==> config.mk <==
export PLATFORM = sky130hd
export DESIGN_NAME = coherent_sum
export DESIGN_NICKNAME = d
export VERILOG_FILES = /design/src/hw/te_reg_pkg.sv /design/src/hw/te_ctrl_pkg.sv /design/src/hw/coherent_sum.sv
export SDC_FILE = /design/constraint.sdc
export NUM_CORES = 1
export LEC_CHECK = 0
export BUFFER_PORTS_ARGS = -buffer_cell sky130_fd_sc_hd__buf_2
export CAP_MARGIN = 20
export CORE_MARGIN = 4
export CORE_UTILIZATION = 50
export CTS_CLUSTER_SIZE = 16
export DETAILED_ROUTE_END_ITERATION = 10
export HOLD_SLACK_MARGIN = 0.1
export PLACE_DENSITY = 0.82
export SETUP_SLACK_MARGIN = 0.5
export SLEW_MARGIN = 20
export SYNTH_ARGS = -nofsm -noshare
export SYNTH_HDL_FRONTEND = slang
export SYNTH_SLANG_ARGS = --single-unit
==> constraint.sdc <==
create_clock -name clk -period 4.9 [get_ports clk]
set_input_delay 1.47 -clock clk [delete_from_list [all_inputs] [get_ports clk]]
set_output_delay 1.47 -clock clk [all_outputs]
set_load 0.005 [all_outputs]
==> src/hw/te_reg_pkg.sv <==
// host bus widths, register offsets, host request struct and channel mask type
`default_nettype none

package te_reg_pkg;

	// -----------------------------------------------------------------------
	// host bus
	// -----------------------------------------------------------------------
	localparam int TE_ADDR_W = 14;
	localparam int TE_DATA_W = 32;

	// register offsets, decoded on the low 6 address bits
	typedef enum logic [5:0] {
		REG_CHANNEL_ENABLE = 6'h00,
		REG_COH_DATA_READY = 6'h04,
		REG_CURR_STATE     = 6'h08
	} te_reg_addr_e;

	// one host cycle, strobe based
	typedef struct packed {
		logic                 reg_cs;  // register space select
		logic                 buf_cs;  // buffer space select
		logic                 rd;
		logic                 wr;
		logic [TE_ADDR_W-1:0] addr;
		logic [TE_DATA_W-1:0] wdata;
	} te_host_req_t;

	// one bit per logical channel
	typedef logic [31:0] te_chan_mask_t;

endpackage

`default_nettype wire

==> src/hw/te_ctrl_pkg.sv <==
// sequencer states, channel and sample types, FIFO and slot structs
`default_nettype none

package te_ctrl_pkg;

	// encodings kept from the full engine, dropped states leave gaps
	typedef enum logic [3:0] {
		IDLE         = 4'd0,
		START        = 4'd1,
		FIND_CHANNEL = 4'd2,
		READ_FIFO    = 4'd5,
		CORRELATION  = 4'd6,
		COHERENT_SUM = 4'd7,
		COR_FINISH   = 4'd9,
		TE_FINISH    = 4'd10,
		WAIT_CPU     = 4'd11,
		STAND_BY     = 4'd12
	} te_state_e;

	localparam int NUM_LOGIC  = 32;
	localparam int BUF_ADDR_W = 10;

	typedef logic [4:0]         chan_idx_t;
	typedef logic signed [7:0]  sample_t;
	typedef logic signed [15:0] acc_t;   // wraps, no saturation

	// from the sample FIFO
	typedef struct packed {
		logic    ready;  // a full block is waiting
		logic    last;   // final sample of the block
		logic    valid;
		sample_t data;
	} fifo_in_t;

	// to the sample FIFO, one-cycle strobes
	typedef struct packed {
		logic read;
		logic rewind;
		logic skip;
	} fifo_cmd_t;

	typedef struct packed {
		logic      en;
		chan_idx_t idx;
	} slot_t;

endpackage

`default_nettype wire

==> src/hw/coherent_sum.sv <==
// coherent_sum: buffer read-modify-write per enabled slot, updated channel mask
`timescale 1ns/1ps
`default_nettype none

module coherent_sum #(
	parameter int NUM_PHYS = 4
) (
	input  wire logic                              clk,
	input  wire logic                              rst_b,
	input  wire logic                              i_start,
	input  wire te_ctrl_pkg::slot_t [NUM_PHYS-1:0] i_slots,
	input  wire te_ctrl_pkg::acc_t [NUM_PHYS-1:0]  i_accs,
	input  wire logic [31:0]                       i_rdata,
	output logic                                   o_rd,
	output logic                                   o_wr,
	output logic [te_ctrl_pkg::BUF_ADDR_W-1:0]     o_addr,
	output logic [31:0]                            o_wdata,
	output logic                                   o_done,
	output te_reg_pkg::te_chan_mask_t              o_set_mask
);

	localparam int PTR_W = $clog2(NUM_PHYS + 1);
	localparam int AW    = te_ctrl_pkg::BUF_ADDR_W;

	typedef enum logic [1:0] {SUM_IDLE, SUM_RD, SUM_ADD, SUM_WR} sum_state_e;

	sum_state_e         state;
	logic [PTR_W-1:0]   ptr;
	te_ctrl_pkg::slot_t cur_slot;
	te_ctrl_pkg::acc_t  cur_acc;
	logic [31:0]        sum_q;

	// slot under service, empty once the walk runs past the last slot
	always_comb begin
		cur_slot = '0;
		cur_acc  = '0;
		for (int k = 0; k < NUM_PHYS; k++) begin
			if (ptr == PTR_W'(k)) begin
				cur_slot = i_slots[k];
				cur_acc  = i_accs[k];
			end
		end
	end

	// slots fill from 0 upward so the first free one ends the walk
	always_ff @(posedge clk or negedge rst_b) begin
		if (!rst_b) begin
			state      <= SUM_IDLE;
			ptr        <= '0;
			o_set_mask <= '0;
		end else begin
			case (state)
				SUM_IDLE: if (i_start) begin
					state      <= SUM_RD;
					ptr        <= '0;
					o_set_mask <= '0;
				end
				SUM_RD:  state <= cur_slot.en ? SUM_ADD : SUM_IDLE;
				SUM_ADD: state <= SUM_WR;
				SUM_WR: begin
					o_set_mask[cur_slot.idx] <= 1'b1;
					ptr                      <= ptr + 1'b1;
					state                    <= SUM_RD;
				end
				default: state <= SUM_IDLE;
			endcase
		end
	end

	// buffer word arrives the cycle after the read
	always_ff @(posedge clk) begin
		if (state == SUM_ADD)
			sum_q <= i_rdata + {{16{cur_acc[15]}}, cur_acc};
	end

	assign o_rd    = (state == SUM_RD) && cur_slot.en;
	assign o_done  = (state == SUM_RD) && !cur_slot.en;
	assign o_wr    = (state == SUM_WR);
	assign o_addr  = AW'(cur_slot.idx);  // one word per logical channel
	assign o_wdata = sum_q;

endmodule

`default_nettype wire

==> run metrics, run 1 <==
outcome=completed; Max Slew Vio Count=0; Worst Slack Setup Final=0.7206 ns; initial antenna violation count=0; CTS sink cnt=between 60 and 70; Main synth FF type=dfrtp_1; Clock Power Share=0.130; CTS root buf=clkbuf_8; Finish-stage setup viols=0; Initial DRT Pass Iterations=5; Synth area leaders=edfxtp_1, dfrtp_1, ha_1; clk_skew=between 0.007 and 0.008 ns; Comb pwr share=0.634; most frequent cell on the critical path=a221o_1; n_diodes=0; RSZ-0062 raised after global routing=no; core area=9684 um^2; DRT Wirelength=13950 um; pre-CTS setup slack=about 0.14 ns; multi-input logic area=2888 um^2; WL per Instance=16.19 um; initial core utilization=0.5109; Worst Path Max Fanout=18; Critical Path End Type=register; Final HPWL DP=11090 um; Filler cells=812; Seq cells post-synth=69; Tmin final=around 4.2 ns; RR Endpoint=o_wdata[26]; worst relative slew slack=0.4693; Required @ worst endpoint=4.98 ns; top post-synthesis cells by count=nand2_1, o21ai_0, ha_1, dfrtp_1, edfxtp_1; gr ovfl total=0; synthesized area=a little under 5000 um^2; Yosys Warn Count=0; Switching Power=about 0.0016 W; FF-to-FF path depth=18; total track usage=0.2382; Critical path origin=i_accs[15]; TritonCTS clock tree=done; Worst Path Class, Setup=input port to register; worst path cell trace=buf_2 -> nor2b_1 -> a221o_1 -> a32o_2 -> ha_1 -> nand4_1 -> o221ai_2 -> a221o_1 -> a211oi_2 -> o21ai_2 -> a221oi_2 -> xnor2_1; Hold-fix buffers, CTS=0; arrival time at the worst endpoint=4.26 ns; routed vias/inst=5.618; Net Sw Frac=0.4393; Hold/Removal Path Class=register to register; num rows=36; drt drc=0; startpoint types=input port; Die Span Y=107.5 um; final hold violations=0; slowest library cell on the worst path=ha_1; share of cells above drive strength 1=0.3237; first-pass GRT wire length=about 22000 um; count of different cell masters after synthesis=65; die area=about 12000 um^2; Synth top area share=0.1942; worst skew pair latency=0.34 ns; number of max-cap violations=0; largest net degree at the start of global routing=38; Layout Utilization=0.6460; initial drt markers=about 240; ANT nets after route=0; # Post-CTS Setup Buffers=0; reg-to-reg slack, setup=0.76 ns; Synth area leader=edfxtp_1; fin crit share=0.8529; most common cell in the netlist=nand2_1; Syn-to-layout area delta=26.45%; PwrDens=599.6 nW/um^2; Crit path depth=12; Leakage=3.059 nW; Max stage delay on crit path=between 0.4 and 0.5 ns; IO Count=200; Register Area=1887 um^2; CTS Buf Count=9; Sum Neg Setup Slack=0 ns; Slew @ Worst Pin=0.7960 ns; GP Congestion=0.8741; share of synthesized registers carrying an async set or reset=0.5362; vias=4843; Chip Width=between 100 and 150 um; IO buf count=194; register area share after synthesis=0.3814; crit path to=o_wdata[28]; Reg power frac=0.236; Syn Area/Cell=9.213 um^2; crit-path leading delay family=compound AO/OA/AOI/OAI gates; Max IR drop VDD=~340 uV; vias in the first global route=4743; Buf+Inv Stages, Crit Path=1; internal power=between 0.002 and 0.0025 W; Max Root-Sink Buffers=2; Max Clk Rate=239.3 MHz; Clk pin slew, worst setup/hold paths=0.07 ns; Worst R2R Start=ptr[1]; htree depth=3; Nets=891; Mapped Cells=537; EDFF count, synth=32
## worst min path at each step
stage          slack (ns)  cells past startpoint             end            from
2_1_floorplan        0.47                      2          ptr[2]          ptr[2]
3_3_place_gp         0.46                      2  o_set_mask[30]  o_set_mask[30]
3_5_place_dp         0.47                      2  o_set_mask[29]  o_set_mask[29]
4_1_cts              0.48                      2  o_set_mask[29]  o_set_mask[29]
5_1_grt              0.51                      2  o_set_mask[31]  o_set_mask[31]
6_report             0.48                      2  o_set_mask[29]  o_set_mask[29]
## stage by stage
stage	instance area (um^2)	power (W)	hold WS, ns	instances
after global placement	6020	0.003158	0.4585	845
after floorplan	4962	0.002622	0.4720	541
final	6256	0.003751	0.4773	862
after detailed placement	6020	0.003235	0.4671	845
after CTS	6230	0.003733	0.4836	861
after global routing	6256	0.004066	0.5113	862
## area by class of cell
class                           count  area share
Multi-Input combinational cell    424      0.4616
Sequential cell                    69      0.3016
Timing Repair Buffer              202      0.1660
Tap cell                          133     0.02660
Clock buffer                       10     0.02380
Inverter                           18     0.01080
Clock inverter                      6    0.009600
## routing by layer
metal  track usage  wire (um)
met5             0          0
met4       0.06673        187
met3       0.02939        939
met2        0.4312       7249
met1        0.2983       5578
## cells by family after synthesis
group	share of synthesized area
other	0.0007580
DFF	0.3814
xor gates and xnor gates	0.04957
and+or+nand+nor	0.1371
adders and majority gates	0.1128
buffers and inverters	0.04046
AOI/OAI and AO/OA	0.2780
## state kept, by name (all words and copies together) (netlist names)
register and flops:
ptr 3, state 2, o_set_mask 32, o_wdata 32
## power groups by stage
| stage | Sequential, W | Combinational, W | Clock (W) |
|---|---|---|---|
| floorplan | 0.000902 | 0.00172 | 0 |
| global placement | 0.000891 | 0.00227 | 0 |
| detailed placement | 0.000895 | 0.00234 | 0 |
| CTS | 0.000884 | 0.00235 | 0.000498 |
| global route | 0.000894 | 0.00264 | 0.000528 |
| finish | 0.000883 | 0.00238 | 0.000488 |
## cell usage in the layout, fill, tap and decap left out, types with 16 or more instances in the layout
cell / Yosys / routed
buf_2: 1 / 194
nand2_1: 78 / 78
o21ai_0: 54 / 54
ha_1: 43 / 43
dfrtp_1: 37 / 37
edfxtp_1: 32 / 32
a22oi_1: 25 / 25
a21oi_1: 26 / 25
a22o_1: 18 / 18
nor2_1: 17 / 17
inv_1: 17 / 17
xnor2_1: 16 / 16
## worst reg2reg max path, cell delays in order (launching register included)
cell and delay (ns):
dfrtp_1 0.40, inv_1 0.08, ha_1 0.18, buf_4 0.21
nor2b_1 0.13, buf_4 0.25, a22oi_1 0.11, o21ai_0 0.16
a22o_1 0.15, ha_1 0.17, inv_1 0.06, fa_1 0.39
nor2b_1 0.17, o2111ai_1 0.15, a21oi_1 0.41, o221ai_1 0.24
o211a_1 0.24, o31ai_1 0.30, xor2_1 0.10
## what timing repair did
action                                  4_1_cts  5_1_grt
endpoints found under the hold margin         0        0
resized for setup                             1        2
endpoints found under the setup margin        1        1
Power figures use the tool's default switching activity.
==> run 2: changes to the inputs <==
--- a/config.mk
+++ b/config.mk
@@ -13,6 +13,7 @@
 export DETAILED_ROUTE_END_ITERATION = 10
 export HOLD_SLACK_MARGIN = 0.1
 export PLACE_DENSITY = 0.82
+export RECOVER_POWER = 50
 export SETUP_SLACK_MARGIN = 0.5
 export SLEW_MARGIN = 20
 export SYNTH_ARGS = -nofsm -noshare
==> run metrics, run 2 (synthesized netlist as in run 1, its figures left out) <==
outcome=finished with violations; failing checks=capacitance limit, slew limit; routed vias/inst=around 5.6; Clk pin slew, worst setup/hold paths=approximately 0.07 ns; worst skew pair latency=about 0.34 ns; Hold Path Origin=o_set_mask[29]; internal power=0.002096 W; Chip Width=approximately 110 um; Crit path depth=12; Slew @ Worst Pin=1.979 ns; Comb pwr share=0.632; vias=4868; first-pass GRT wire length=approximately 22000 um; initial antenna violation count=0; htree depth=3; final hold violations=0; Layout Utilization=0.6433; Net Sw Frac=0.4407; startpoint types=input port; number of max-cap violations=2; Design Area, Final=between 6000 and 7000 um^2; largest net degree at the start of global routing=38; CTS root buf=clkbuf_8; worst path cell trace=buf_2 -> nor2b_1 -> a221o_1 -> a32o_2 -> ha_1 -> nand4_1 -> o221ai_2 -> a221o_1 -> a211oi_2 -> o21ai_2 -> a221oi_2 -> xnor2_1; Clock Power Share=0.131; n_diodes=0; share of cells above drive strength 1=0.2977; Worst R2R Start=ptr[1]; PwrDens=601.7 nW/um^2; Tmin final=4.180 ns; most frequent cells in the layout=buf_2, nand2_1, o21ai_0; slowest library cell on the worst path=ha_1; Max Clk Rate=239.2 MHz; Finish-stage setup viols=0; gr ovfl total=0; crit-path leading delay family=compound AO/OA/AOI/OAI gates; core area=between 9000 and 10000 um^2; area of placed instances=6020 um^2; power consumption=around 0.0037 W; Max IR drop VDD=approximately 340 uV; Initial DRT Pass Iterations=5; drt drc=0; Max Root-Sink Buffers=2; CTS sink cnt=69; Critical Path End Type=register; Final HPWL DP=roughly 11000 um; total track usage=0.2382; IO buf count=194; most frequent cell on the critical path=a221o_1; Required @ worst endpoint=roughly 5 ns; WL per Instance=16.25 um; final hold slack=around 0.48 ns; IO Count=200; Hold-fix buffers, CTS=0; Hold Path Depth=2; initial core utilization=0.5109; Nets=891; Switching Power=roughly 0.0017 W; num rows=36; Leakage=2.999 nW; TritonCTS clock tree=done; Max Slew Vio Count=slightly above 70; arrival time at the worst endpoint=between 4 and 5 ns; RSZ-0062 raised after global routing=no; Worst Path Max Fanout=18; commonest non-fill, non-tap cell in the layout=buf_2; Reg power frac=0.237; fin crit share=0.8531; initial drt markers=262; DRT Wirelength=~14000 um; CTS Buf Count=9; Worst Path Class, Setup=input port to register; Hold/Removal Path Class=register to register; ANT nets after route=0; Sum Neg Setup Slack=0 ns; Die Span Y=107.5 um; worst relative slew slack=-0.3194; Critical path origin=i_accs[15]; GP Congestion=0.8741; FF-to-FF path depth=18; die area=around 12000 um^2; clk_skew=0.007207 ns; Syn-to-layout area delta=25.92%; Max stage delay on crit path=0.46 ns; Buf+Inv Stages, Crit Path=1; vias in the first global route=4743
run 2: changes by cell type in the layout (fill, tap and decap cells not counted), sizes merged:
cell	change
buf	-18
clkbuf	+18
run 2: stage by stage:
step,setup WS [ns],cells
detailed placement,0.1352,845
CTS,0.6500,861
global placement,0.2076,845
finish,0.7198,862
global route,0.5437,862
floorplan,0.6141,541
run 2: metal layers:
layer / vias to the layer above / wire length, um / GRT usage
met1: 2291 / 5648 / 0.2983
met2: 199 / 7234 / 0.4312
li1: 2359 / - / -
met5: - / 0 / 0
met4: 0 / 214 / 0.06673
met3: 19 / 909 / 0.02939
run 2: final cells by class:
type / instances / area [um^2]
well taps: 133 / 166.4
flip-flops and latches: 69 / 1887
repair buffers: 202 / 1012
fillers: 828 / 3455
clock buffers: 10 / 148.9
inverters: 18 / 67.56
clock inverters: 6 / 60.06
multi-input cells: 424 / 2888
run 2: worst reg2reg max path, stage by stage, from the launching register on:
cell and delay, ns:
dfrtp_1 0.40, inv_1 0.08, ha_1 0.18, buf_4 0.21, nor2b_1 0.13, buf_4 0.25, a22oi_1 0.11, o21ai_0 0.16
a22o_1 0.15, ha_1 0.17, inv_1 0.06, fa_1 0.39, nor2b_1 0.17, o2111ai_1 0.15, a21oi_1 0.40, o221ai_1 0.24
o211a_1 0.24, o31ai_1 0.30, xor2_1 0.10
run 2: final timing paths:
check                                 endpoint  slack (ns)
worst max-delay path               o_wdata[28]        0.72
worst min-delay path            o_set_mask[29]        0.48
worst max register to register     o_wdata[26]        0.77
worst min register to register  o_set_mask[29]        0.48
max in group asynchronous       o_set_mask[16]        2.13
min in group asynchronous       o_set_mask[25]        1.66
run 2: timing repair:
| action | CTS | global route |
|---|---|---|
| setup endpoints to repair | 1 | 1 |
| pin swaps | 0 | 0 |
| endpoints found under the hold margin | 0 | 0 |
| setup buffers | 0 | 0 |
| resized for setup | 1 | 2 |
run 2: power by group through the flow:
stage          clock, W  combinational (W)  sequential [W]
2_1_floorplan         0            0.00172        0.000902
3_3_place_gp          0            0.00227        0.000891
3_5_place_dp          0            0.00234        0.000895
4_1_cts        0.000498            0.00235        0.000884
5_1_grt        0.000528            0.00264        0.000898
6_report       0.000493            0.00237        0.000886
==> run 3: changes to the inputs <==
==> constraint.sdc (replaced) <==
create_clock -name clk -period 4.9 [get_ports clk]
set_input_delay 1.47 -clock clk [delete_from_list [all_inputs] [get_ports clk]]
set_output_delay 1.47 -clock clk [all_outputs]
set_load 0.05 [all_outputs]
==> run metrics, run 3 (synthesized netlist as in run 1, its figures left out) <==
outcome=finished with violations; failing checks=capacitance limit, slew limit; largest net degree at the start of global routing=38; vias in the first global route=4846; Nets=893; gr ovfl total=0; share of cells above drive strength 1=0.2818; Sum Neg Setup Slack=0 ns; core area=9684 um^2; total track usage=0.2460; CTS root buf=clkbuf_8; Filler cells=between 800 and 900; Max Clk Rate=238.5 MHz; Max Root-Sink Buffers=2; GP Congestion=0.8818; Final HPWL DP=about 11000 um; startpoint types=input port; htree depth=3; Worst Path Class, Setup=input port to register; commonest non-fill, non-tap cell in the layout=buf_2; Leakage=2.979 nW; number of max-cap violations=2; vias=~4900; Die Span Y=107.5 um; TritonCTS clock tree=done; drt drc=0; Required @ worst endpoint=around 5 ns; routed vias/inst=about 5.7; Syn-to-layout area delta=26.33%; n_diodes=0; initial core utilization=0.5109; RSZ-0062 raised after global routing=no; Slew @ Worst Pin=1.978 ns; clk_skew=0.007393 ns; initial antenna violation count=0; PwrDens=688.5 nW/um^2; IO buf count=between 150 and 200; CTS sink cnt=69; Clk pin slew, worst setup/hold paths=0.08 ns; num rows=36; worst skew pair latency=0.35 ns; multi-input logic area=2885 um^2; Max Slew Vio Count=72; DRT Wirelength=between 10000 and 15000 um; final hold violations=0; Max IR drop VDD=between 300 and 400 uV; initial drt markers=259; CTS Buf Count=9; Register Area=about 1900 um^2; WL per Instance=16.67 um; die area=11550 um^2; ANT nets after route=0; IO Count=200; arrival time at the worst endpoint=4.29 ns; most frequent cells in the layout=buf_2, nand2_1, o21ai_0; power consumption=between 0.004 and 0.005 W; Tmin final=4.193 ns; fin crit share=0.8558; Hold/Removal Path Class=register to register; Finish-stage setup viols=0; worst relative slew slack=-0.3190; Worst Path Max Fanout=14; Critical Path End Type=register; Chip Width=about 110 um; first-pass GRT wire length=22710 um; Initial DRT Pass Iterations=4
run 3: worst max-delay path: stages:
cell and delay [ns]:
buf_2 0.10, nor2b_1 0.12, a221o_1 0.32, a32o_2 0.40, ha_1 0.45, nand4_1 0.22
o221ai_2 0.12, a221o_1 0.37, a211oi_2 0.25, o21ai_2 0.13, a221oi_2 0.24, xnor2_1 0.08
run 3: timing repair:
item / in CTS / in global routing
setup buffers: 0 / 0
hold buffers: 0 / 0
endpoints found under the setup margin: 0 / 6
resized for setup: 0 / 3
run 3: stage by stage:
stage | std cells | hold slack (ns) | setup slack (ns) | utilization | cell area, um^2
2_1_floorplan | 541 | 0.4720 | 0.6141 | - | 4962
3_3_place_gp | 847 | 0.4596 | 0.3267 | 0.6231 | 6035
3_5_place_dp | 847 | 0.4737 | 0.2172 | 0.6231 | 6035
4_1_cts | 863 | 0.4904 | 0.5877 | 0.6474 | 6270
5_1_grt | 864 | 0.5026 | 0.5205 | 0.6453 | 6250
6_report | 864 | 0.4869 | 0.7067 | 0.6453 | 6250
run 3: layer usage:
layer / vias up / part of all wire / track usage / routed length, um
met5: - / 0 / 0 / 0
met4: 0 / 0.027 / 0.1001 / 388
met3: 34 / 0.062 / 0.04259 / 896
met2: 194 / 0.52 / 0.4401 / 7457
met1: 2326 / 0.39 / 0.2913 / 5660
li1: 2359 / - / - / -
run 3: path summary, 6_finish.rpt:
check	startpoint	end	slack (ns)	depth (start not counted)
max	i_accs[15]	o_wdata[28]	0.71	12
min	o_set_mask[19]	o_set_mask[19]	0.49	2
max reg2reg	ptr[0]	o_wdata[17]	0.90	13
min reg2reg	o_set_mask[19]	o_set_mask[19]	0.49	2
max in group asynchronous	rst_b	ptr[0]	2.16	1
min in group asynchronous	rst_b	o_set_mask[30]	1.64	1
run 3: layout make-up:
class | instances | area share
tap | 133 | 0.02663
multi-input combinational | 424 | 0.4617
clock buffer | 11 | 0.02442
inverter | 18 | 0.01081
clock inverter | 5 | 0.01321
timing repair buffer | 204 | 0.1614
sequential | 69 | 0.3019
run 3: power breakdown:
part,internal (W),total (W),switching (W)
logic,0.000998,0.00286,0.00186
clock network,0.000319,0.000555,0.000236
registers,0.000839,0.000889,0.0000504
