$ cat config.mk
export PLATFORM = sky130hd
export DESIGN_NAME = te_regs
export DESIGN_NICKNAME = d
export VERILOG_FILES = /design/src/hw/te_reg_pkg.sv /design/src/hw/te_ctrl_pkg.sv /design/src/hw/te_regs.sv
export SDC_FILE = /design/constraint.sdc
export NUM_CORES = 1
export LEC_CHECK = 0
export ABC_AREA = 1
export ABC_CLOCK_PERIOD_IN_PS = 1600
export BUFFER_PORTS_ARGS = -buffer_cell sky130_fd_sc_hd__buf_2
export CORE_MARGIN = 5
export CORE_UTILIZATION = 45
export CTS_CLUSTER_SIZE = 40
export DETAILED_ROUTE_END_ITERATION = 6
export HOLD_SLACK_MARGIN = 0.02
export PLACE_DENSITY = 0.76
export SYNTH_ARGS = -nofsm -noshare
export SYNTH_HDL_FRONTEND = slang
export SYNTH_SLANG_ARGS = --single-unit
$ cat constraint.sdc
create_clock -name clk -period 1.6 [get_ports clk]
set_clock_uncertainty 0.15 [all_clocks]
set_input_delay 0.08 -clock clk [delete_from_list [all_inputs] [get_ports clk]]
set_output_delay 0.08 -clock clk [all_outputs]
set_load 0.02 [all_outputs]
$ cat src/hw/te_reg_pkg.sv
// host bus widths, register offsets, host request struct and channel mask type
`default_nettype none

package te_reg_pkg;

	// -----------------------------------------------------------------------
	// host bus
	// -----------------------------------------------------------------------
	localparam int TE_ADDR_W = 14;
	localparam int TE_DATA_W = 32;

	// register offsets, decoded on the low 6 address bits
	typedef enum logic [5:0] {
		REG_CHANNEL_ENABLE = 6'h00,
		REG_COH_DATA_READY = 6'h04,
		REG_CURR_STATE     = 6'h08
	} te_reg_addr_e;

	// one host cycle, strobe based
	typedef struct packed {
		logic                 reg_cs;  // register space select
		logic                 buf_cs;  // buffer space select
		logic                 rd;
		logic                 wr;
		logic [TE_ADDR_W-1:0] addr;
		logic [TE_DATA_W-1:0] wdata;
	} te_host_req_t;

	// one bit per logical channel
	typedef logic [31:0] te_chan_mask_t;

endpackage

`default_nettype wire

$ cat src/hw/te_ctrl_pkg.sv
// sequencer states, channel and sample types, FIFO and slot structs
`default_nettype none

package te_ctrl_pkg;

	// encodings kept from the full engine, dropped states leave gaps
	typedef enum logic [3:0] {
		IDLE         = 4'd0,
		START        = 4'd1,
		FIND_CHANNEL = 4'd2,
		READ_FIFO    = 4'd5,
		CORRELATION  = 4'd6,
		COHERENT_SUM = 4'd7,
		COR_FINISH   = 4'd9,
		TE_FINISH    = 4'd10,
		WAIT_CPU     = 4'd11,
		STAND_BY     = 4'd12
	} te_state_e;

	localparam int NUM_LOGIC  = 32;
	localparam int BUF_ADDR_W = 10;

	typedef logic [4:0]         chan_idx_t;
	typedef logic signed [7:0]  sample_t;
	typedef logic signed [15:0] acc_t;   // wraps, no saturation

	// from the sample FIFO
	typedef struct packed {
		logic    ready;  // a full block is waiting
		logic    last;   // final sample of the block
		logic    valid;
		sample_t data;
	} fifo_in_t;

	// to the sample FIFO, one-cycle strobes
	typedef struct packed {
		logic read;
		logic rewind;
		logic skip;
	} fifo_cmd_t;

	typedef struct packed {
		logic      en;
		chan_idx_t idx;
	} slot_t;

endpackage

`default_nettype wire

$ cat src/hw/te_regs.sv
// te_regs: channel enable and coherent-ready registers, state readback, read mux
`timescale 1ns/1ps
`default_nettype none

module te_regs (
	input  wire logic                      clk,
	input  wire logic                      rst_b,
	input  wire te_reg_pkg::te_host_req_t  i_host,
	input  wire te_ctrl_pkg::te_state_e    i_state,
	input  wire te_ctrl_pkg::te_state_e    i_next_state,
	input  wire te_reg_pkg::te_chan_mask_t i_coh_set,
	input  wire logic                      i_coh_set_en,
	input  wire logic                      i_round_clear,
	output te_reg_pkg::te_chan_mask_t      o_chan_enable,
	output logic                           o_ready,
	output logic [31:0]                    o_rdata
);

	te_reg_pkg::te_chan_mask_t coh_ready;
	logic [5:0]                reg_off;
	logic                      host_wr;

	assign reg_off = i_host.addr[5:0];
	assign host_wr = i_host.reg_cs & i_host.wr;

	always_ff @(posedge clk or negedge rst_b) begin
		if (!rst_b)
			o_chan_enable <= '0;
		else if (host_wr && reg_off == te_reg_pkg::REG_CHANNEL_ENABLE)
			o_chan_enable <= i_host.wdata;
	end

	// host write beats the engine update
	always_ff @(posedge clk or negedge rst_b) begin
		if (!rst_b)
			coh_ready <= '0;
		else if (host_wr && reg_off == te_reg_pkg::REG_COH_DATA_READY)
			coh_ready <= i_host.wdata;
		else if (i_coh_set_en)
			coh_ready <= coh_ready | i_coh_set;
		else if (i_round_clear)  // new round
			coh_ready <= '0;
	end

	assign o_ready = |coh_ready;

	// read data valid in the same cycle
	always_comb begin
		o_rdata = '0;
		if (i_host.reg_cs && i_host.rd) begin
			case (reg_off)
				te_reg_pkg::REG_CHANNEL_ENABLE: o_rdata = o_chan_enable;
				te_reg_pkg::REG_COH_DATA_READY: o_rdata = coh_ready;
				te_reg_pkg::REG_CURR_STATE:
					o_rdata = {12'h0, i_next_state, 12'h0, i_state};
				default:                        o_rdata = '0;
			endcase
		end
	end

endmodule

`default_nettype wire

==> results of run 1 <==
==> layout by cell type, fill, tap and decap left out, drive strengths merged <==
| master | netlist | layout |
|---|---|---|
| buf | 20 | 189 |
| nor2 | 138 | 138 |
| nand2 | 116 | 116 |
| nand3 | 76 | 76 |
| dlygate4sd3 | 0 | 65 |
| dfrtp | 64 | 64 |
| inv | 36 | 36 |
| o21ai | 32 | 32 |
| nand4 | 28 | 28 |
| a21oi | 25 | 25 |
| clkbuf | 13 | 11 |
| clkinv | 0 | 3 |
| bufinv | 0 | 2 |
| a211oi | 1 | 1 |
| nor3 | 1 | 1 |
==> registers in the layout, summed over array words and instances, names as in the netlist <==
| signal | cells |
|---|---|
| o_chan_enable | 32 |
| coh_ready | 32 |
==> power by group through the flow <==
stage	registers, W	logic, W	clock network, W
2_1_floorplan	0.00206	0.000320	0
3_3_place_gp	0.00197	0.000783	0
3_5_place_dp	0.00197	0.000802	0
4_1_cts	0.00193	0.000973	0.00165
5_1_grt	0.00196	0.00114	0.00173
6_report	0.00193	0.00103	0.00163
==> cells by family after synthesis <==
| kind of cell | after synthesis |
|---|---|
| AND/OR/NAND/NOR | 359 |
| flip-flops | 64 |
| AO/OA/AOI/OAI | 58 |
| buffers and inverters | 69 |
==> metrics by stage <==
stage               worst slack, ns  std cells  power [W]  cell area, um^2
finish                     -0.00530        892    0.00460             5790
global placement             0.0789        791    0.00275             4710
CTS                         -0.0245        881    0.00456             5670
floorplan                     0.192        550    0.00238             3770
detailed placement           0.0456        791    0.00278             4710
global route                 -0.102        892    0.00482             5790
==> cell type report <==
class / count / area (um^2) / share of cell area
clock buffers: 11 / 151 / 0.0261
clock inverters: 5 / 78.8 / 0.0136
inverters: 36 / 135 / 0.0233
multi-input cells: 417 / 1910 / 0.329
flip-flops and latches: 64 / 1600 / 0.277
well taps: 105 / 131 / 0.0227
repair buffers: 254 / 1790 / 0.308
==> synth_stat cells <==
| library cell | instances |
|---|---|
| buf_4 | 4 |
| nor2_4 | 4 |
| a211oi_2 | 1 |
| nand2_1 | 115 |
| clkbuf_1 | 13 |
| inv_2 | 1 |
| buf_2 | 13 |
| nor2_1 | 132 |
| nor2_2 | 2 |
| nand3_2 | 1 |
| dfrtp_1 | 64 |
| nor3_2 | 1 |
| nand4_1 | 27 |
| buf_1 | 3 |
| nand4_4 | 1 |
| inv_1 | 35 |
| o21ai_0 | 32 |
| a21oi_1 | 25 |
| nand2_2 | 1 |
| nand3_1 | 75 |
==> final timing paths <==
| path | depth (start not counted) | startpoint | slack (ns) | end |
|---|---|---|---|---|
| setup / recovery | 5 | coh_ready[8] | -0.005 | o_ready |
| hold / removal | 3 | rst_b | 0.13 | o_chan_enable[7] |
| setup reg to reg | 5 | coh_ready[22] | 0.46 | coh_ready[22] |
| hold reg to reg | 2 | o_chan_enable[2] | 0.39 | o_chan_enable[2] |
| max in group asynchronous | 3 | rst_b | 0.88 | coh_ready[18] |
| min in group clk | 5 | i_round_clear | 0.17 | coh_ready[0] |
==> routing by layer <==
metal | vias up | wire length (um) | GRT usage
li1 | 2250 | - | -
met4 | 0 | 315 | 0.0992
met3 | 32 | 1080 | 0.0647
met1 | 2203 | 5260 | 0.311
met2 | 218 | 6870 | 0.460
met5 | - | 0 | 0
==> critical path, cell delays in order (launching register included) <==
cell,delay (ns)
dfrtp_1,0.42
nor2_2,0.14
nand4_1,0.11
nor2_1,0.12
nand3_1,0.09
buf_6,0.14
==> timing repair <==
item	in CTS	in global routing
endpoints found under the hold margin	128	0
pin swaps	4	5
hold buffers	65	0
setup buffers	9	11
gates resized for setup	2	16
endpoints found under the setup margin	1	5
==> results.sh, run 1 <==
export IMPL_status="finished, violations left"
export IMPL_violations="negative setup slack"
export IMPL_design_portCount=159
export IMPL_clk_pin_slew_ns=0.07
export IMPL_overflow=0
export IMPL_internal_power_w=0.00322
export IMPL_grt_pass1_vias=4570
export IMPL_root_buffer="clkbuf_8"
export IMPL_power_leakage_nw=3.00
export IMPL_setup_ws_ns=-0.00530
export IMPL_holdWs_ns=0.129
export IMPL_post_route_min_period_ns=1.61
export IMPL_worstPathMaxFanout=4
export IMPL_nets=876
export IMPL_period_share=1.00
export IMPL_max_cap_violations=0
export IMPL_port_buffers=149
export IMPL_synthAdderAreaFrac=0
export IMPL_via_per_inst=5.27
export IMPL_critPathCaptureType="primary output"
export IMPL_drt_pass1_iter_count=5
export IMPL_setup_tns_ns=-0.00530
export IMPL_pwr_share_clk=0.355
export IMPL_worstMarginPinSlew_ns=0.470
export IMPL_ir_drop_v=0.000443
export IMPL_fmax_mhz=623
export IMPL_num_antenna_cells=0
export IMPL_p_comb_frac=0.225
export IMPL_place_congestion=0.861
export IMPL_slew_violations=0
export IMPL_yosys_top_cells_area="dfrtp_1, nor2_1, nand2_1"
export IMPL_grt_pass1_wl_um=21400
export IMPL_p_sw_frac=0.299
export IMPL_syn_to_final_growth_pct=53.8
export IMPL_syn_inst=550
export IMPL_ys_types=20
export IMPL_htreeDepth=3
export IMPL_hold_viol_final=0
export IMPL_wl_per_cell_um=15.2
export IMPL_synth_top_family_by_area="simple AND/OR/NAND/NOR gates"
export IMPL_ant_nets=0
export IMPL_sequentialPowerShare=0.421
export IMPL_design_core_area_um2=8180
export IMPL_setup_viol=1
export IMPL_p_sw_w=0.00138
export IMPL_worstSetupStartpointType="register"
export IMPL_yosysSeqAreaShare=0.425
export IMPL_critical_path_class="register to primary output"
export IMPL_post_route_drc_count=0
export IMPL_syn_cell_area_um2=3770
export IMPL_synth_top_area_cell="dfrtp_1"
export IMPL_synth_top_cell_area_share=0.425
export IMPL_hold_path_class="primary input to async pin"
export IMPL_synth_compound_area_frac=0.0791
export IMPL_cts_buffer_depth=2
export IMPL_cts_tree="done"
export IMPL_die_w_um=101
export IMPL_wl_um=13500
export IMPL_cts_sinks=64
export IMPL_ys_warn_count=0
export IMPL_drive_gt1_frac=0.288
export IMPL_rsz0062_at_grt="true"
export IMPL_synth_simple_area_share=0.419
export IMPL_relSlewSlack=0.686
export IMPL_first_iter_violations=200
export IMPL_rows=33
export IMPL_fill_cells=671
export IMPL_grt_max_degree=65
export IMPL_start_util=0.461
export IMPL_fp_dieH_um=101
export IMPL_powerDensity_nw_per_um2=794
export IMPL_numCtsBuffers=9
export IMPL_dieArea_um2=10300
export IMPL_cp_required_ns=1.37
export IMPL_yosys_area_share_xor_xnor=0
export IMPL_arrival_ns=1.38
export IMPL_syn_nets=644
export IMPL_antenna_found_initial=0
export IMPL_track_usage=0.263
export IMPL_vias=4703
export IMPL_synth_avg_cell_area_um2=6.85
export IMPL_utilization=0.708
export IMPL_clk_latency_ns=0.35
export IMPL_ys_ff_latch=64
export IMPL_dpl_hpwl_um=8650
export IMPL_synthMuxAreaShare=0
Power figures use the tool's default switching activity.
==> run 2, diff against run 1 <==
ABC_CLOCK_PERIOD_IN_PS = 1500   (was 1600)
CAP_MARGIN = 30   (was not set)
clock period = 1.5 ns   (was 1.6 ns; I/O delays follow)
==> run 2 against run 1 <==
The run still ends with negative setup slack left. Die area unchanged. First-iteration DRC count increased by 41%. Hold slack got worse by 0.038 ns. Sequential power increased by 7%. Sequential share of layout area decreased by 0.64 points. Clock power decreased by 20%. Wire length increased by 5.1%. Cell area increased by 2.2%.
==> results.sh, run 2 (synthesis gave the netlist of run 1 again) <==
export IMPL_fill_cells=648
export IMPL_post_route_drc_count=0
export IMPL_vias=4723
export IMPL_cts_buffer_depth=2
export IMPL_numCtsBuffers=9
export IMPL_design_core_area_um2=8180
export IMPL_cts_tree="done"
export IMPL_r2r_setup_slack_ns=0.34
export IMPL_die_w_um=101
export IMPL_status="finished, violations left"
export IMPL_design_portCount=159
export IMPL_ir_drop_v=0.000478
export IMPL_drive_gt1_frac=0.291
export IMPL_arrival_ns=1.39
export IMPL_cp_required_ns=1.27
export IMPL_fp_dieH_um=101
export IMPL_first_iter_violations=282
export IMPL_ant_nets=0
export IMPL_setup_tns_ns=-0.117
export IMPL_nets=877
export IMPL_holdWs_ns=0.0914
export IMPL_root_buffer="clkbuf_8"
export IMPL_slew_violations=0
export IMPL_fmax_mhz=619
export IMPL_whs_path_depth=5
export IMPL_r2r_start="coh_ready[29]"
export IMPL_syn_to_final_growth_pct=57.2
export IMPL_worstPathMaxFanout=4
export IMPL_power_leakage_nw=3.02
export IMPL_final_cell_mix="buf_2, nor2_1, nand2_1"
export IMPL_place_ws_ns=0.0828
export IMPL_hold_path_class="primary input to register"
export IMPL_grt_pass1_wl_um=22200
export IMPL_rsz0062_at_grt="true"
export IMPL_reg2reg_depth=5
export IMPL_wl_um=14200
export IMPL_start_util=0.461
export IMPL_via_per_inst=5.28
export IMPL_track_usage=0.269
export IMPL_post_route_min_period_ns=1.62
export IMPL_wl_per_cell_um=15.9
export IMPL_rows=33
export IMPL_htreeDepth=3
export IMPL_worstMarginPinSlew_ns=0.360
export IMPL_cts_sinks=64
export IMPL_relSlewSlack=0.760
export IMPL_setup_ws_ns=-0.117
export IMPL_clk_pin_slew_ns=0.06
export IMPL_place_congestion=0.838
export IMPL_reg_top3="coh_ready (32), o_chan_enable (32)"
export IMPL_critical_path_class="register to primary output"
export IMPL_violations="negative setup slack"
export IMPL_hold_viol_final=0
export IMPL_clk_latency_ns=0.32
export IMPL_powerDensity_nw_per_um2=758
export IMPL_port_buffers=149
export IMPL_max_cap_violations=0
export IMPL_drt_pass1_iter_count=5
export IMPL_hold_start="i_host[46]"
export IMPL_layout_commonest_cell="buf_2"
export IMPL_antenna_found_initial=0
export IMPL_utilization=0.724
export IMPL_worstSetupStartpointType="register"
export IMPL_period_share=1.08
export IMPL_dieArea_um2=10300
export IMPL_overflow=0
export IMPL_dpl_hpwl_um=8520
export IMPL_grt_max_degree=65
export IMPL_critPathCaptureType="primary output"
export IMPL_setup_viol=1
export IMPL_holdPathEnd="o_chan_enable[17]"
export IMPL_grt_pass1_vias=4579
export IMPL_r2r_end="coh_ready[29]"
export IMPL_crit_start="coh_ready[1]"
[run 2: cell types whose count changed in the layout (fill, tap and decap cells not counted), moves of 3 or more]
| cell | before | now |
|---|---|---|
| nor2_2 | 9 | 5 |
| clkbuf_1 | 0 | 3 |
| buf_2 | 143 | 133 |
| buf_12 | 5 | 8 |
| clkbuf_16 | 0 | 3 |
| a21oi_1 | 25 | 22 |
| nor2_4 | 5 | 9 |
[run 2: how the worst max path moves through the flow]
stage	end	slack [ns]	cells past startpoint
after detailed placement	o_rdata[22]	0.08	8
after floorplan	o_rdata[10]	0.10	6
final	o_ready	-0.12	5
after global placement	o_rdata[22]	0.08	8
after CTS	o_ready	-0.14	5
after global routing	o_ready	-0.22	5
[run 2: area by class of cell]
type / count / area (um^2) / area share
multi-input cells: 417 / 1960 / 0.331
repair buffers: 255 / 1920 / 0.325
flip-flops and latches: 64 / 1600 / 0.271
clock buffers: 13 / 149 / 0.0252
inverters: 36 / 135 / 0.0228
well taps: 105 / 131 / 0.0222
clock inverters: 3 / 17.5 / 0.00296
diodes: 1 / 2.50 / 0.000423
[run 2: metal layers]
metal / share of wire / wire length, um / GRT usage / up-vias
li1: - / - / - / 2258
met1: 0.39 / 5550 / 0.330 / 2202
met2: 0.50 / 7170 / 0.478 / 222
met3: 0.076 / 1080 / 0.0399 / 41
met4: 0.029 / 406 / 0.0961 / 0
met5: 0 / 0 / 0 / -
[run 2: critical path, stage by stage, from the launching register on]
cell and delay, ns:
dfrtp_1 0.43, nor2_1 0.17, nand4_1 0.12, nor2_1 0.11, nand3_1 0.10, buf_6 0.15
[run 2: through the flow]
step | power [W] | cell area (um^2) | cells
finish | 0.00449 | 5920 | 894
global route | 0.00471 | 5920 | 893
CTS | 0.00443 | 5650 | 883
detailed placement | 0.00297 | 4760 | 794
global placement | 0.00295 | 4760 | 794
floorplan | 0.00254 | 3770 | 550
[run 2: power by group]
part | internal [W] | switching, W
registers | 0.00191 | 0.000157
logic | 0.000493 | 0.000613
clock network | 0.000643 | 0.000669
total | 0.00305 | 0.00144
[run 2: timing repair]
action                                  4_1_cts  5_1_grt
buffers inserted                              8        8
endpoints found under the hold margin       128        0
endpoints found under the setup margin        1       18
hold buffers                                 65        0
resized for setup                             3       40
pin swaps                                     4       11
cloned                                        0        3
==> run 3, diff against run 2 <==
CORE_MARGIN = not set   (was 5)
CTS_BUF_LIST = sky130_fd_sc_hd__clkbuf_2   (was not set)
==> run 3 against run 2 <==
The flow still finishes with violations (negative setup slack). Cell count up 1.0%. Clock power down 35%. Core utilization up 0.32 points. First-iteration DRC count up 27%. Maximum frequency down 9.2%. Critical path depth unchanged. Count of clock-buffer cells in the layout down 2. Die area down 15%. Via count up 2.1%. Combinational power up 6%. Critical endpoint unchanged.
==> results.sh, run 3 (synthesis gave the netlist of run 1 again) <==
export IMPL_arrival_ns=1.55
export IMPL_dieArea_um2=8740
export IMPL_ir_drop_v=0.000559
export IMPL_fmax_mhz=562
export IMPL_r2r_end="coh_ready[0]"
export IMPL_critical_path_class="register to primary output"
export IMPL_pwr_share_clk=0.206
export IMPL_rows=33
export IMPL_utilization=0.727
export IMPL_die_w_um=93.5
export IMPL_clk_latency_ns=0.49
export IMPL_via_per_inst=5.34
export IMPL_track_usage=0.306
export IMPL_grt_max_degree=65
export IMPL_crit_slowest_cell="dfrtp_1"
export IMPL_design_portCount=159
export IMPL_root_buffer="clkbuf_2"
export IMPL_critPathCaptureType="primary output"
export IMPL_p_sw_w=0.00143
export IMPL_wl_per_cell_um=15.1
export IMPL_hold_path_class="primary input to register"
export IMPL_status="finished, violations left"
export IMPL_grt_pass1_wl_um=20700
export IMPL_crit_chain="nor2_1, nand4_1, nor2_1, nand3_1, buf_2"
export IMPL_htreeDepth=3
export IMPL_multi_input_area_um2=1970
export IMPL_cp_endpoint="o_ready"
export IMPL_clk_pin_slew_ns=0.20
export IMPL_r2r_setup_slack_ns=0.29
export IMPL_rsz0062_at_grt="true"
export IMPL_final_cell_mix="nor2_1, buf_2, nand2_1"
export IMPL_post_route_drc_count=0
export IMPL_drt_pass1_iter_count=5
export IMPL_nets=887
export IMPL_first_iter_violations=358
export IMPL_internal_power_w=0.00267
export IMPL_grt_pass1_vias=4491
export IMPL_drive_gt1_frac=0.332
export IMPL_ant_nets=0
export IMPL_start_util=0.461
export IMPL_crit_start="coh_ready[24]"
export IMPL_power_leakage_nw=2.94
export IMPL_numCtsBuffers=9
export IMPL_p_sw_frac=0.348
export IMPL_vias=4821
export IMPL_wl_um=13600
export IMPL_relSlewSlack=0.769
export IMPL_cts_buffer_depth=2
export IMPL_place_area_um2=4770
export IMPL_dpl_hpwl_um=8070
export IMPL_layout_commonest_cell="nor2_1"
export IMPL_violations="negative setup slack"
export IMPL_holdWs_ns=0.0506
export IMPL_finalInstanceArea_um2=5950
export IMPL_powerDensity_nw_per_um2=690
export IMPL_power_w=0.00410
export IMPL_cts_sinks=64
export IMPL_hold_viol_final=0
export IMPL_crit_cells=5
export IMPL_fill_cells=608
export IMPL_worstSetupStartpointType="register"
export IMPL_r2r_start="coh_ready[0]"
export IMPL_post_route_min_period_ns=1.78
export IMPL_cts_tree="done"
export IMPL_worstPathMaxFanout=2
export IMPL_cp_common_cell="nor2_1"
export IMPL_cp_required_ns=1.27
export IMPL_fp_dieH_um=93.5
export IMPL_worstMarginPinSlew_ns=0.346
export IMPL_p_comb_frac=0.287
export IMPL_num_antenna_cells=0
export IMPL_period_share=1.19
export IMPL_worst_path_buf_inv=1
export IMPL_regArea_um2=1600
export IMPL_crit_family="simple AND/OR/NAND/NOR gates"
export IMPL_setup_ws_ns=-0.280
export IMPL_overflow=0
export IMPL_antenna_found_initial=0
export IMPL_max_cap_violations=0
export IMPL_syn_to_final_growth_pct=57.9
export IMPL_max_stage_delay_ns=0.42
export IMPL_reg2reg_depth=6
export IMPL_slew_violations=0
export IMPL_setup_viol=33
export IMPL_reg_top3="coh_ready (32), o_chan_enable (32)"
export IMPL_sequentialPowerShare=0.506
export IMPL_place_congestion=0.860
export IMPL_port_buffers=149
export IMPL_design_core_area_um2=8180
==> run 3: how the worst min path moves through the flow <==
stage	slack, ns	from	depth (start not counted)	to
2_1_floorplan	-0.37	rst_b	0	coh_ready[0]
4_1_cts	0.03	i_host[36]	7	o_chan_enable[27]
3_5_place_dp	-0.03	rst_b	2	o_chan_enable[21]
6_report	0.05	i_host[36]	7	o_chan_enable[13]
3_3_place_gp	-0.03	rst_b	2	o_chan_enable[21]
5_1_grt	0.03	i_host[36]	7	o_chan_enable[13]
==> run 3: tightest hold or removal path: stages <==
cell and delay [ns]:
buf_2 0.10, nor2_4 0.04, nand3_2 0.11, nor2_4 0.05
buf_4 0.18, nand2_1 0.06, o21ai_0 0.06
==> run 3: routing by layer <==
layer  global-route usage  part of all wire
met5                    0                 0
met2                0.537              0.50
met1                0.365              0.39
met3               0.0553             0.075
met4                0.133             0.035
==> run 3: repair_timing <==
| action | in CTS | in global routing |
|---|---|---|
| resized for setup | 34 | 62 |
| endpoints found under the hold margin | 128 | 0 |
| hold buffers | 71 | 0 |
| buffers inserted | 14 | 10 |
| pin swaps | 12 | 42 |
| endpoints found under the setup margin | 33 | 34 |
==> run 3: final cells by class <==
cell class / count / area share
Timing Repair Buffer: 265 / 0.340
Multi-Input combinational cell: 417 / 0.332
Sequential cell: 64 / 0.269
Inverter: 36 / 0.0227
Tap cell: 105 / 0.0221
Clock buffer: 11 / 0.00926
Clock inverter: 5 / 0.00400
==> run 3: per-stage QoR <==
step           TNS [ns]  cells  setup slack, ns
2_1_floorplan         0    550            0.102
3_3_place_gp          0    795           0.0396
3_5_place_dp          0    795           0.0159
4_1_cts           -3.28    896           -0.295
5_1_grt           -6.58    903           -0.375
6_report          -2.88    903           -0.280
==> run 3: power by group through the flow <==
stage	logic, W	clock network (W)	registers [W]
after CTS	0.00108	0.000855	0.00206
final	0.00118	0.000846	0.00208
after global placement	0.000842	0	0.00210
after floorplan	0.000342	0	0.00220
after global routing	0.00128	0.000939	0.00210
after detailed placement	0.000862	0	0.00210
